<file path="src/audio_fmt_pkg.sv">
// Audio format types. Only 16-bit signed stereo is carried, and the bit clock is a fixed system clock divide.
`default_nettype none

package audio_fmt_pkg;

	//////////////////////////////////////////////////////////////////////
	// Sample and frame layout.
	//////////////////////////////////////////////////////////////////////

	typedef logic signed [15:0] sample_t;	// One PCM sample.

	// Left sits in the upper half of a frame.
	typedef struct packed {
		sample_t left;		// Bits 31:16.
		sample_t right;		// Bits 15:0.
	} stereo_frame_t;

	//////////////////////////////////////////////////////////////////////
	// Serial timing.
	//////////////////////////////////////////////////////////////////////

	localparam int BCLK_HALF  = 2;				// System clocks per bclk half period.
	localparam int FRAME_BITS = 32;				// Bit clocks per stereo frame.
	localparam int BCLK_DIV_W = $clog2(BCLK_HALF);		// Divider counter width.
	localparam int BIT_CNT_W  = $clog2(FRAME_BITS);		// Bit counter width.

	typedef enum logic {
		i2s_idle,		// Line quiet, waiting for a frame.
		i2s_shift		// Frame in progress.
	} i2s_state_t;

endpackage

`default_nettype wire

</file>
<file path="src/mem_fetch_pkg.sv">
// Memory side types. Addresses count 64-bit words, and a block is fixed at 64 words (512 bytes).
`default_nettype none

package mem_fetch_pkg;

	//////////////////////////////////////////////////////////////////////
	// DRAM word interface.
	//////////////////////////////////////////////////////////////////////

	typedef logic [28:0] mem_addr_t;	// Word address, 8-byte units.
	typedef logic [63:0] mem_word_t;	// One chunk, four 16-bit samples.

	//////////////////////////////////////////////////////////////////////
	// Block geometry.
	//////////////////////////////////////////////////////////////////////

	localparam int WORDS_PER_BLOCK = 64;	// 512 bytes per block.

	typedef logic [5:0] block_offset_t;	// Word index inside a block, wraps at 64.
	typedef logic [7:0] block_count_t;	// Blocks per playback, zero means none.

	// Fetcher read machine.
	typedef enum logic {
		fetch_idle,		// Free to issue a read.
		fetch_read_wait		// One read outstanding, waiting on ack.
	} fetch_state_t;

endpackage

`default_nettype wire
</file>
<file path="src/audio_playback_top.sv">
// Playback top. The bit clock comes from the system clock, and the DRAM port needs a real controller.
`timescale 1ns/1ps
`default_nettype none

module audio_playback_top (
	input  logic                        clock,
	input  logic                        reset_l,
	input  logic                        start,
	input  mem_fetch_pkg::mem_addr_t    start_base,
	input  mem_fetch_pkg::block_count_t block_count,
	output logic                        busy,
	output logic                        done,
	output logic                        underrun,
	output mem_fetch_pkg::mem_addr_t    mem_addr,
	output logic                        mem_read_en,
	input  mem_fetch_pkg::mem_word_t    mem_data,
	input  logic                        mem_ack,
	output logic                        bclk,
	output logic                        lrclk,
	output logic                        sdata
);
	import mem_fetch_pkg::*;
	import audio_fmt_pkg::*;

	mem_addr_t     base;		// Sequencer to fetcher.
	logic          base_valid;
	logic          base_ack;
	logic          block_end;
	mem_word_t     chunk;		// Fetcher to unpacker.
	logic          chunk_valid;
	logic          chunk_ack;
	stereo_frame_t frame;		// Unpacker to transmitter.
	logic          frame_valid;
	logic          frame_take;

	playback_sequencer u_seq (.clock, .reset_l, .start, .start_base, .block_count,
		.base, .base_valid, .base_ack, .block_end, .busy, .done);

	sample_fetcher u_fetch (.clock, .reset_l, .mem_data, .mem_ack, .mem_addr,
		.mem_read_en, .chunk, .chunk_valid, .chunk_ack, .base, .base_valid,
		.base_ack, .block_end);

	frame_unpacker u_unpack (.clock, .reset_l, .chunk, .chunk_valid, .chunk_ack,
		.frame, .frame_valid, .frame_take);

	i2s_transmitter u_i2s (.clock, .reset_l, .frame, .frame_valid, .frame_take,
		.busy, .bclk, .lrclk, .sdata, .underrun);

endmodule

`default_nettype wire

</file>
<file path="src/i2s_transmitter.sv">
// I2S master transmitter. bclk runs freely from reset, and a new frame can only start on a bclk falling edge.
`timescale 1ns/1ps
`default_nettype none

module i2s_transmitter (
	input  logic                         clock,
	input  logic                         reset_l,
	input  audio_fmt_pkg::stereo_frame_t frame,
	input  logic                         frame_valid,
	output logic                         frame_take,
	input  logic                         busy,
	output logic                         bclk,
	output logic                         lrclk,
	output logic                         sdata,
	output logic                         underrun
);
	import audio_fmt_pkg::*;

	logic [BCLK_DIV_W-1:0] div_cnt;		// Half period divider.
	logic                  half_tick;	// bclk toggles this cycle.
	logic                  fall_tick;	// bclk falls this cycle.
	logic                  frame_end;	// Boundary, or nothing in flight.
	logic [BIT_CNT_W-1:0]  bit_cnt;		// Bit slot within the frame.
	logic [FRAME_BITS-1:0] shift_reg;	// Outgoing bits, MSB first.
	i2s_state_t            state;

	always_comb begin
		half_tick  = (div_cnt == BCLK_DIV_W'(BCLK_HALF - 1));
		fall_tick  = half_tick & bclk;
		frame_end  = (state == i2s_idle) | (bit_cnt == BIT_CNT_W'(FRAME_BITS - 1));
		frame_take = fall_tick & frame_end & frame_valid;	// Load a new frame.
	end

	//////////////////////////////////////////////////////////////////////
	// Bit clock, word select and data.
	//////////////////////////////////////////////////////////////////////

	always_ff @(posedge clock, negedge reset_l) begin
		if (!reset_l) begin
			div_cnt  <= '0;
			bclk     <= 1'b0;
			lrclk    <= 1'b1;
			sdata    <= 1'b0;
			bit_cnt  <= '0;
			state    <= i2s_idle;
			underrun <= 1'b0;
		end else begin
			underrun <= 1'b0;
			div_cnt  <= half_tick ? '0 : div_cnt + 1'b1;
			if (half_tick)
				bclk <= ~bclk;
			if (fall_tick) begin
				// One slot late. The boundary slot carries the last LSB.
				sdata <= (state == i2s_shift) & shift_reg[FRAME_BITS-1];
				if (!frame_end) begin
					bit_cnt <= bit_cnt + 1'b1;
					if (bit_cnt == BIT_CNT_W'(FRAME_BITS / 2 - 1))
						lrclk <= 1'b1;		// Right channel.
				end else if (frame_valid) begin
					bit_cnt <= '0;
					lrclk   <= 1'b0;		// Left channel.
					state   <= i2s_shift;
				end else begin
					state    <= i2s_idle;
					underrun <= (state == i2s_shift) & busy;	// Data late.
				end
			end
		end
	end

	always_ff @(posedge clock) begin
		if (frame_take)
			shift_reg <= frame;
		else if (fall_tick)
			shift_reg <= shift_reg << 1;
	end

endmodule

`default_nettype wire

</file>
<file path="src/frame_unpacker.sv">
// Word to frame splitter. The low 32 bits of a word play first, then the high 32 bits.
`timescale 1ns/1ps
`default_nettype none

module frame_unpacker (
	input  logic                         clock,
	input  logic                         reset_l,
	input  mem_fetch_pkg::mem_word_t     chunk,
	input  logic                         chunk_valid,
	output logic                         chunk_ack,
	output audio_fmt_pkg::stereo_frame_t frame,
	output logic                         frame_valid,
	input  logic                         frame_take
);
	import audio_fmt_pkg::*;

	logic half_sel;		// High while the upper half is on offer.
	logic take_ok;		// Take of a frame that is really there.

	//////////////////////////////////////////////////////////////////////
	// Half select.
	//////////////////////////////////////////////////////////////////////

	always_comb begin
		take_ok     = frame_take & chunk_valid;
		frame_valid = chunk_valid;			// Each word gives two frames.
		chunk_ack   = take_ok & half_sel;		// Word used up.

		if (half_sel)
			frame = stereo_frame_t'(chunk[63:32]);	// Second frame.
		else
			frame = stereo_frame_t'(chunk[31:0]);	// First frame.
	end

	// Toggles on every take, so it is back at the low half
	// when the fetcher presents its next word.
	always_ff @(posedge clock, negedge reset_l) begin
		if (!reset_l)
			half_sel <= 1'b0;
		else if (take_ok)
			half_sel <= ~half_sel;
	end

endmodule

`default_nettype wire

</file>
<file path="src/sample_fetcher.sv">
// Block fetcher. One read outstanding at a time, and mem_ack is valid only for the cycle that holds the data.
`timescale 1ns/1ps
`default_nettype none

module sample_fetcher (
	input  logic                     clock,
	input  logic                     reset_l,
	input  mem_fetch_pkg::mem_word_t mem_data,
	input  logic                     mem_ack,
	output mem_fetch_pkg::mem_addr_t mem_addr,
	output logic                     mem_read_en,
	output mem_fetch_pkg::mem_word_t chunk,
	output logic                     chunk_valid,
	input  logic                     chunk_ack,
	input  mem_fetch_pkg::mem_addr_t base,
	input  logic                     base_valid,
	output logic                     base_ack,
	output logic                     block_end
);
	import mem_fetch_pkg::*;

	//////////////////////////////////////////////////////////////////////
	// Block state.
	//////////////////////////////////////////////////////////////////////

	mem_addr_t     addr;		// Base of the block being read.
	logic          addr_valid;	// A block is held.
	block_offset_t offset;		// Next word to read.
	fetch_state_t  state;		// Read machine.
	logic          word_done;	// Data returned for the outstanding read.

	//////////////////////////////////////////////////////////////////////
	// Strobes and address.
	//////////////////////////////////////////////////////////////////////

	always_comb begin
		base_ack    = base_valid & ~addr_valid;		// Take a base whenever empty.
		mem_read_en = (state == fetch_idle) & addr_valid & ~chunk_valid;	// Back-pressure.
		word_done   = (state == fetch_read_wait) & mem_ack;
		block_end   = word_done & (offset == block_offset_t'(WORDS_PER_BLOCK - 1));
		mem_addr    = addr + mem_addr_t'(offset);
	end

	//////////////////////////////////////////////////////////////////////
	// Control registers.
	//////////////////////////////////////////////////////////////////////

	always_ff @(posedge clock, negedge reset_l) begin
		if (!reset_l) begin
			state       <= fetch_idle;
			addr_valid  <= 1'b0;
			offset      <= '0;
			chunk_valid <= 1'b0;
		end else begin
			unique case (state)
				fetch_idle: begin
					if (mem_read_en)
						state <= fetch_read_wait;
				end
				fetch_read_wait: begin
					if (mem_ack)
						state <= fetch_idle;
				end
			endcase

			if (base_ack)
				addr_valid <= 1'b1;
			else if (block_end)
				addr_valid <= 1'b0;		// Block released on its last word.

			if (word_done)
				offset <= offset + 1'b1;	// Wraps to zero after word 63.

			// Held until the unpacker has used both halves.
			if (word_done)
				chunk_valid <= 1'b1;
			else if (chunk_ack)
				chunk_valid <= 1'b0;
		end
	end

	// Payload registers.
	always_ff @(posedge clock) begin
		if (base_ack)
			addr <= base;
		if (word_done)
			chunk <= mem_data;		// Captured in the single ack cycle.
	end

endmodule

`default_nettype wire

</file>
<file path="src/playback_sequencer.sv">
// Block sequencer. A start with a block count of zero is ignored, as is any start while busy.
`timescale 1ns/1ps
`default_nettype none

module playback_sequencer (
	input  logic                       clock,
	input  logic                       reset_l,
	input  logic                       start,
	input  mem_fetch_pkg::mem_addr_t   start_base,
	input  mem_fetch_pkg::block_count_t block_count,
	output mem_fetch_pkg::mem_addr_t   base,
	output logic                       base_valid,
	input  logic                       base_ack,
	input  logic                       block_end,
	output logic                       busy,
	output logic                       done
);
	import mem_fetch_pkg::*;

	block_count_t offer_left;	// Bases not yet taken by the fetcher.
	block_count_t end_left;		// Blocks not yet fully read.
	logic         accept;		// Start request taken.
	logic         base_take;	// Fetcher took the current base.

	always_comb begin
		accept    = start & ~busy & (block_count != '0);
		base_take = base_valid & base_ack;
	end

	always_ff @(posedge clock, negedge reset_l) begin
		if (!reset_l) begin
			base_valid <= 1'b0;
			busy       <= 1'b0;
			done       <= 1'b0;
			offer_left <= '0;
			end_left   <= '0;
		end else begin
			done <= 1'b0;				// Single cycle pulse.
			if (accept) begin
				busy       <= 1'b1;
				base_valid <= 1'b1;		// First base offered next cycle.
				offer_left <= block_count;
				end_left   <= block_count;
			end else begin
				if (base_take) begin
					offer_left <= offer_left - 1'b1;
					if (offer_left == block_count_t'(1))
						base_valid <= 1'b0;	// Last base handed over.
				end
				if (block_end && busy) begin
					end_left <= end_left - 1'b1;
					if (end_left == block_count_t'(1)) begin
						busy <= 1'b0;		// Falls together with done.
						done <= 1'b1;
					end
				end
			end
		end
	end

	// Next base is ready while the fetcher still reads the current block.
	always_ff @(posedge clock) begin
		if (accept)
			base <= start_base;
		else if (base_take)
			base <= base + mem_addr_t'(WORDS_PER_BLOCK);
	end

endmodule

`default_nettype wire

</file>
<file path="config.mk">
export PLATFORM = sky130hd
export DESIGN_NAME = audio_playback_top
export DESIGN_NICKNAME = d
export VERILOG_FILES = /design/src/audio_fmt_pkg.sv /design/src/mem_fetch_pkg.sv /design/src/audio_playback_top.sv /design/src/i2s_transmitter.sv /design/src/frame_unpacker.sv /design/src/sample_fetcher.sv /design/src/playback_sequencer.sv
export SDC_FILE = /design/constraint.sdc
export NUM_CORES = 1
export LEC_CHECK = 0
export ABC_AREA = 0
export BUFFER_PORTS_ARGS = -buffer_cell sky130_fd_sc_hd__buf_2
export CORE_ASPECT_RATIO = 1.2
export CORE_MARGIN = 2
export CORE_UTILIZATION = 55
export DETAILED_ROUTE_END_ITERATION = 8
export PLACE_DENSITY = 0.78
export SLEW_MARGIN = 20
export SYNTH_ARGS = -nofsm -noshare
export SYNTH_HDL_FRONTEND = slang
export SYNTH_HIERARCHICAL = 1
export SYNTH_SLANG_ARGS = --single-unit
</file>
<file path="constraint.sdc">
create_clock -name clock -period 11 [get_ports clock]
set_clock_uncertainty 0.1 [all_clocks]
set_input_delay 1.1 -clock clock [delete_from_list [all_inputs] [get_ports clock]]
set_output_delay 1.1 -clock clock [all_outputs]
set_load 0.1 [all_outputs]
</file>
Word-level counts from Yosys, hierarchy flattened
Cells that the tools add are included.
Widths: inputs -> output; s select.
{"block": "classes", "addsub": 7, "n_mul": 0, "n_div": 0, "magnitude_cmp": 0, "eq_ne": 6, "shifts": 0, "mux": 35, "n_bitwise": 23, "reduce_logical": 15}
{"operator": "$mux 32", "count": 3}
{"operator": "$mux 29", "count": 2}
{"operator": "$mux 8", "count": 4}
{"operator": "$add 29x6->29", "count": 1}
{"operator": "$add 29x7->29 const B", "count": 1}
{"operator": "$mux 1", "count": 23}
{"operator": "$eq 8x1->1 const B", "count": 2}
{"operator": "$reduce_bool 2->1", "count": 8}
{"operator": "$sub 8x1->8 const B", "count": 2}
{"operator": "$and 1x1->1", "count": 15}
{"operator": "$mux 5", "count": 2}
{"operator": "$reduce_and 2->1", "count": 4}
{"operator": "$reduce_bool 8->1", "count": 1}
{"operator": "$not 1->1", "count": 7}
{"operator": "$add 6x1->6 const B", "count": 1}
{"operator": "$eq 6x6->1 const B", "count": 1}
{"operator": "$add 5x1->5 const B", "count": 1}
{"operator": "$eq 5x4->1 const B", "count": 1}
{"operator": "$eq 5x5->1 const B", "count": 1}
{"operator": "$reduce_and 3->1", "count": 1}
{"operator": "$ne 2x2->1 const B", "count": 1}
{"operator": "$pmux 1 s2", "count": 1}
{"operator": "$add 1x1->1 const B", "count": 1}
{"operator": "$logic_and 1x1->1", "count": 1}
{"operator": "$or 1x1->1", "count": 1}
{"block": "totals", "regBits": 194, "latch_bits": 0, "ram_bits": 0, "romBits": 0, "input_bits": 105, "out_inout_bits": 36, "elab_cells": 107, "mem_count": 0}

Depth between registers and ports, before layout
{"block": "logic_depth", "ltp_word": 8, "ltp_mapped": 9, "depth_no_buf": 8}

Modules after synthesis
The synthesis kept the hierarchy.
{"module": "sample_fetcher", "instances": 1, "cells_each": 224, "area_per_inst_um2": 3950.0, "seq_area_each_um2": 3017.9}
{"module": "playback_sequencer", "instances": 1, "cells_each": 265, "area_per_inst_um2": 2598.7, "seq_area_each_um2": 1346.3}
{"module": "i2s_transmitter", "instances": 1, "cells_each": 115, "area_per_inst_um2": 2010.7, "seq_area_each_um2": 1237.4}
{"module": "frame_unpacker", "instances": 1, "cells_each": 41, "area_per_inst_um2": 588.1, "seq_area_each_um2": 25.0}

Worst setup path after synthesis
OpenSTA, ideal clock, no wires.
{"block": "synth_timing", "path_type": "register to output", "start": "reg u_fetch.offset[2]", "end": "out mem_addr[19]", "arrival_time_ns": 3.115, "required_time_ns": 9.800, "setup_slack_ns": 6.685, "stages_incl_launch_ff": 6, "n_path_buf": 0, "cell_sequence": "dfrtp_1 > ha_1 > a21oi_1 > a211oi_2 > o2111ai_1 > xnor2_1"}
{"block": "synth_via", "elab_chain_len": 1}
{"item": "from (decl)", "line_no": "sample_fetcher.sv:28", "rtl": "block_offset_t offset;"}
{"item": "from (signal assigned)", "line_no": "sample_fetcher.sv:72", "rtl": "offset <= offset + 1'b1;"}
{"item": "$add 29x6->29", "line_no": "sample_fetcher.sv:41", "rtl": "mem_addr = addr + mem_addr_t'(offset);"}
{"item": "to (decl)", "line_no": "audio_playback_top.sv:14", "rtl": "output mem_fetch_pkg::mem_addr_t mem_addr,"}
Every way passes these cells.

Worst setup path after layout
{"block": "layout_timing", "start": "reg u_fetch.offset[0]", "end": "out mem_addr[16]"}
Same word-level chain as after synthesis.

==> results.json <==
{
  "antenna_found_initial": 0,
  "async_reset_ff_share_pct": 20.6,
  "path_max_fanout": 12,
  "reg2reg_to": "u_seq/base[18]",
  "clk_pin_slew_ps": 70,
  "tightest_slew_ps": 1090,
  "syn_to_final_growth_pct": 14.9,
  "numCtsBuffers": 17,
  "synth-main-ff-cell": "edfxtp_1",
  "synth_edf_count": 154,
  "rsz0062_at_grt": "no",
  "hpwl_mm": 12.3,
  "synth_area_per_cell_sq_um": 14.2,
  "r2r_slack_ps": 8090,
  "htreeDepth": 4,
  "n_antenna_cell": 0,
  "cp.depth": 7,
  "viasPerCell": 5.59,
  "place.gp.congestion": 0.920,
  "max-cap-violations": 0,
  "cp-endpoint": "mem_addr[16]",
  "die_area_sq_um": 17700,
  "yosysSeqAreaShare_pct": 61.5,
  "io_buffers": 140,
  "rows": 51,
  "wl_met1_mm": 7.31,
  "grt_pass1_vias": 5705,
  "cp.arrival_ps": 3100,
  "min-delay-start": "u_seq/base[5]",
  "seqCellArea_sq_um": 5630,
  "totalWireLength_mm": 17.5,
  "ys_types": 62,
  "synth_cells": 645,
  "wl_per_cell_microns": 17.4,
  "core_area_sq_um": 16300,
  "cp-start-kind": "flip-flop",
  "cts-root-buf": "clkbuf_16",
  "min_period_ps": 4300,
  "synth_nets": 766,
  "hold_viol_final": 0,
  "min_path_type": "flip-flop to flip-flop",
  "grt-ovfl-total": 0,
  "final_nets": 905,
  "first_iter_violations": 457,
  "critical_path.cell_chain": "ha_1, fa_1, a21oi_1, o211a_1, nor3_1, xor2_1, buf_2",
  "synth_warnings": 6,
  "drive_gt1_share_pct": 32.9,
  "cp.required_ps": 9800,
  "power.density_nw_per_um2": 148,
  "report.final.slew_viol_count": 0,
  "first_pass_iters": 4,
  "crit_family": "compound AO/OA/AOI/OAI gates",
  "power_leakage_nw": 4.18,
  "clock_sinks": 194,
  "clockBufferDepth": 2,
  "grtUsageTotal_pct": 20.2,
  "multi_input_comb_area_sq_um": 3230,
  "status": "finished clean",
  "wl_met2_mm": 8.59,
  "synth_seq_cells": 194,
  "highest_layer": "met4",
  "critPathSlowestCell": "o211a_1",
  "reg2reg_depth": 4,
  "grt_pass1_wl_mm": 27.7,
  "worst-path-buf-inv": 1,
  "fillers": 1195,
  "clk_latency_ps": 430,
  "fmax_mhz": 233,
  "ir_worst_vdd_mv": 0.111,
  "period_share_pct": 39.0,
  "worstSetupStartpoint": "u_fetch/offset[0]",
  "vias": 5642,
  "die_height_microns": 145,
  "synthTopCellsByArea": "edfxtp_1 (51%), dfrtp_1 (11%), mux2_4 (9.0%), xnor2_1 (2.7%), xor2_1 (2.3%)",
  "largest_register_ffs": 64,
  "synth.top_cell.area_share_pct": 50.6,
  "die_width_microns": 122,
  "reg2reg_from": "u_seq/busy",
  "synth.cell_area_sq_um": 9150,
  "worstSetupEndpointType": "output pin",
  "grt_max_degree": 68,
  "routed-wl-met3_mm": 1.15,
  "postPlaceCellArea_sq_um": 9910,
  "drc": 0,
  "ios": 141,
  "setup_viol_count_final": 0,
  "path_class": "flip-flop to output pin",
  "final_core_util_pct": 64.6,
  "postCtsHoldBufs": 0,
  "finish.instance_area_sq_um": 10500,
  "post-cts-setup-buffers": 0,
  "slew_headroom_pct": 27.3,
  "final.setup.tns_ps": 0,
  "tritoncts": "built",
  "cts.repair.resized": 0,
  "initial_core_util_pct": 56.2,
  "yosys.area.top_type": "edfxtp_1",
  "final_antenna_net_count": 0,
  "cp_slowest_stage_delay_ps": 480
}
-- cells in the final DEF, fill, tap and decap left out, drive strengths merged, types with 2 or more instances in the layout --
cell type and instances:
nor3b 2, and3 9, ha 15, edfxtp 154
clkbuf 19, o21ai 35, mux2 64, nor3 14
bufinv 2, a31oi 9, nor2 24, nor4 8
and2 11, a21oi 18, a211o 2, xnor2 28
nand2 47, a21o 4, clkinv 3, and4 10
nand3 33, buf 142, and4bb 2, nand4 9
or4 3, dfrtp 39, xor2 24, o2111ai 3
or3 10, inv 27, o211ai 10
-- through the flow --
stage / cells / power (mW) / setup slack [ps] / hold slack, ps
final: 1009 / 1.56 / 6700 / 332
after global routing: 1009 / 1.61 / 6580 / 352
after CTS: 1009 / 1.57 / 6690 / 336
after detailed placement: 977 / 0.949 / 7080 / 311
after global placement: 977 / 0.939 / 7180 / 305
after floorplan: 645 / 0.907 / 6680 / 300
-- where the power goes --
part           internal, mW  total (mW)  switching [mW]
logic                0.0432      0.0942          0.0509
clock network         0.344       0.623           0.279
registers             0.815       0.841          0.0259
total                  1.20        1.56           0.356
-- routing by layer --
| layer | track usage (%) | vias to the layer above |
|---|---|---|
| li1 | - | 2699 |
| met1 | 25.6 | 2693 |
| met2 | 33.5 | 212 |
| met3 | 4.01 | 38 |
| met4 | 8.74 | 0 |
| met5 | 0 | - |
-- synth_stat cells (15+ instances only) --
| master | count |
|---|---|
| a21oi_1 | 18 |
| dfrtp_1 | 39 |
| edfxtp_1 | 154 |
| ha_1 | 15 |
| inv_1 | 18 |
| mux2_4 | 55 |
| nand2_1 | 47 |
| nand3_1 | 31 |
| nor2_1 | 23 |
| o21ai_0 | 33 |
| xnor2_1 | 28 |
| xor2_1 | 24 |
-- cell families after synthesis --
group	count (synthesis)	share of synthesized area (%)
buf+inv	42	3.20
xor+xnor	52	4.98
mux	64	10.1
simple gates	188	11.9
fa+ha+maj	16	2.27
flops	194	61.5
compound gates	89	6.00
-- area by class of cell --
class	count	share of cell area [%]
clock buffer	19	4.12
clock inverter	13	1.57
inverter	20	0.714
multi-input combinational	409	30.7
sequential	194	53.5
tap	212	2.52
timing repair buffer	142	6.81
-- worst min path at each step --
| stage | endpoint | slack [ps] | cells after the start |
|---|---|---|---|
| floorplan | u_fetch/addr[0] | 300 | 0 |
| global placement | u_fetch/addr[0] | 310 | 0 |
| detailed placement | u_fetch/addr[5] | 310 | 0 |
| CTS | u_fetch/addr[5] | 340 | 0 |
| global route | u_fetch/addr[2] | 350 | 0 |
| finish | u_fetch/addr[5] | 330 | 0 |
(Power assumes the default switching activity.)
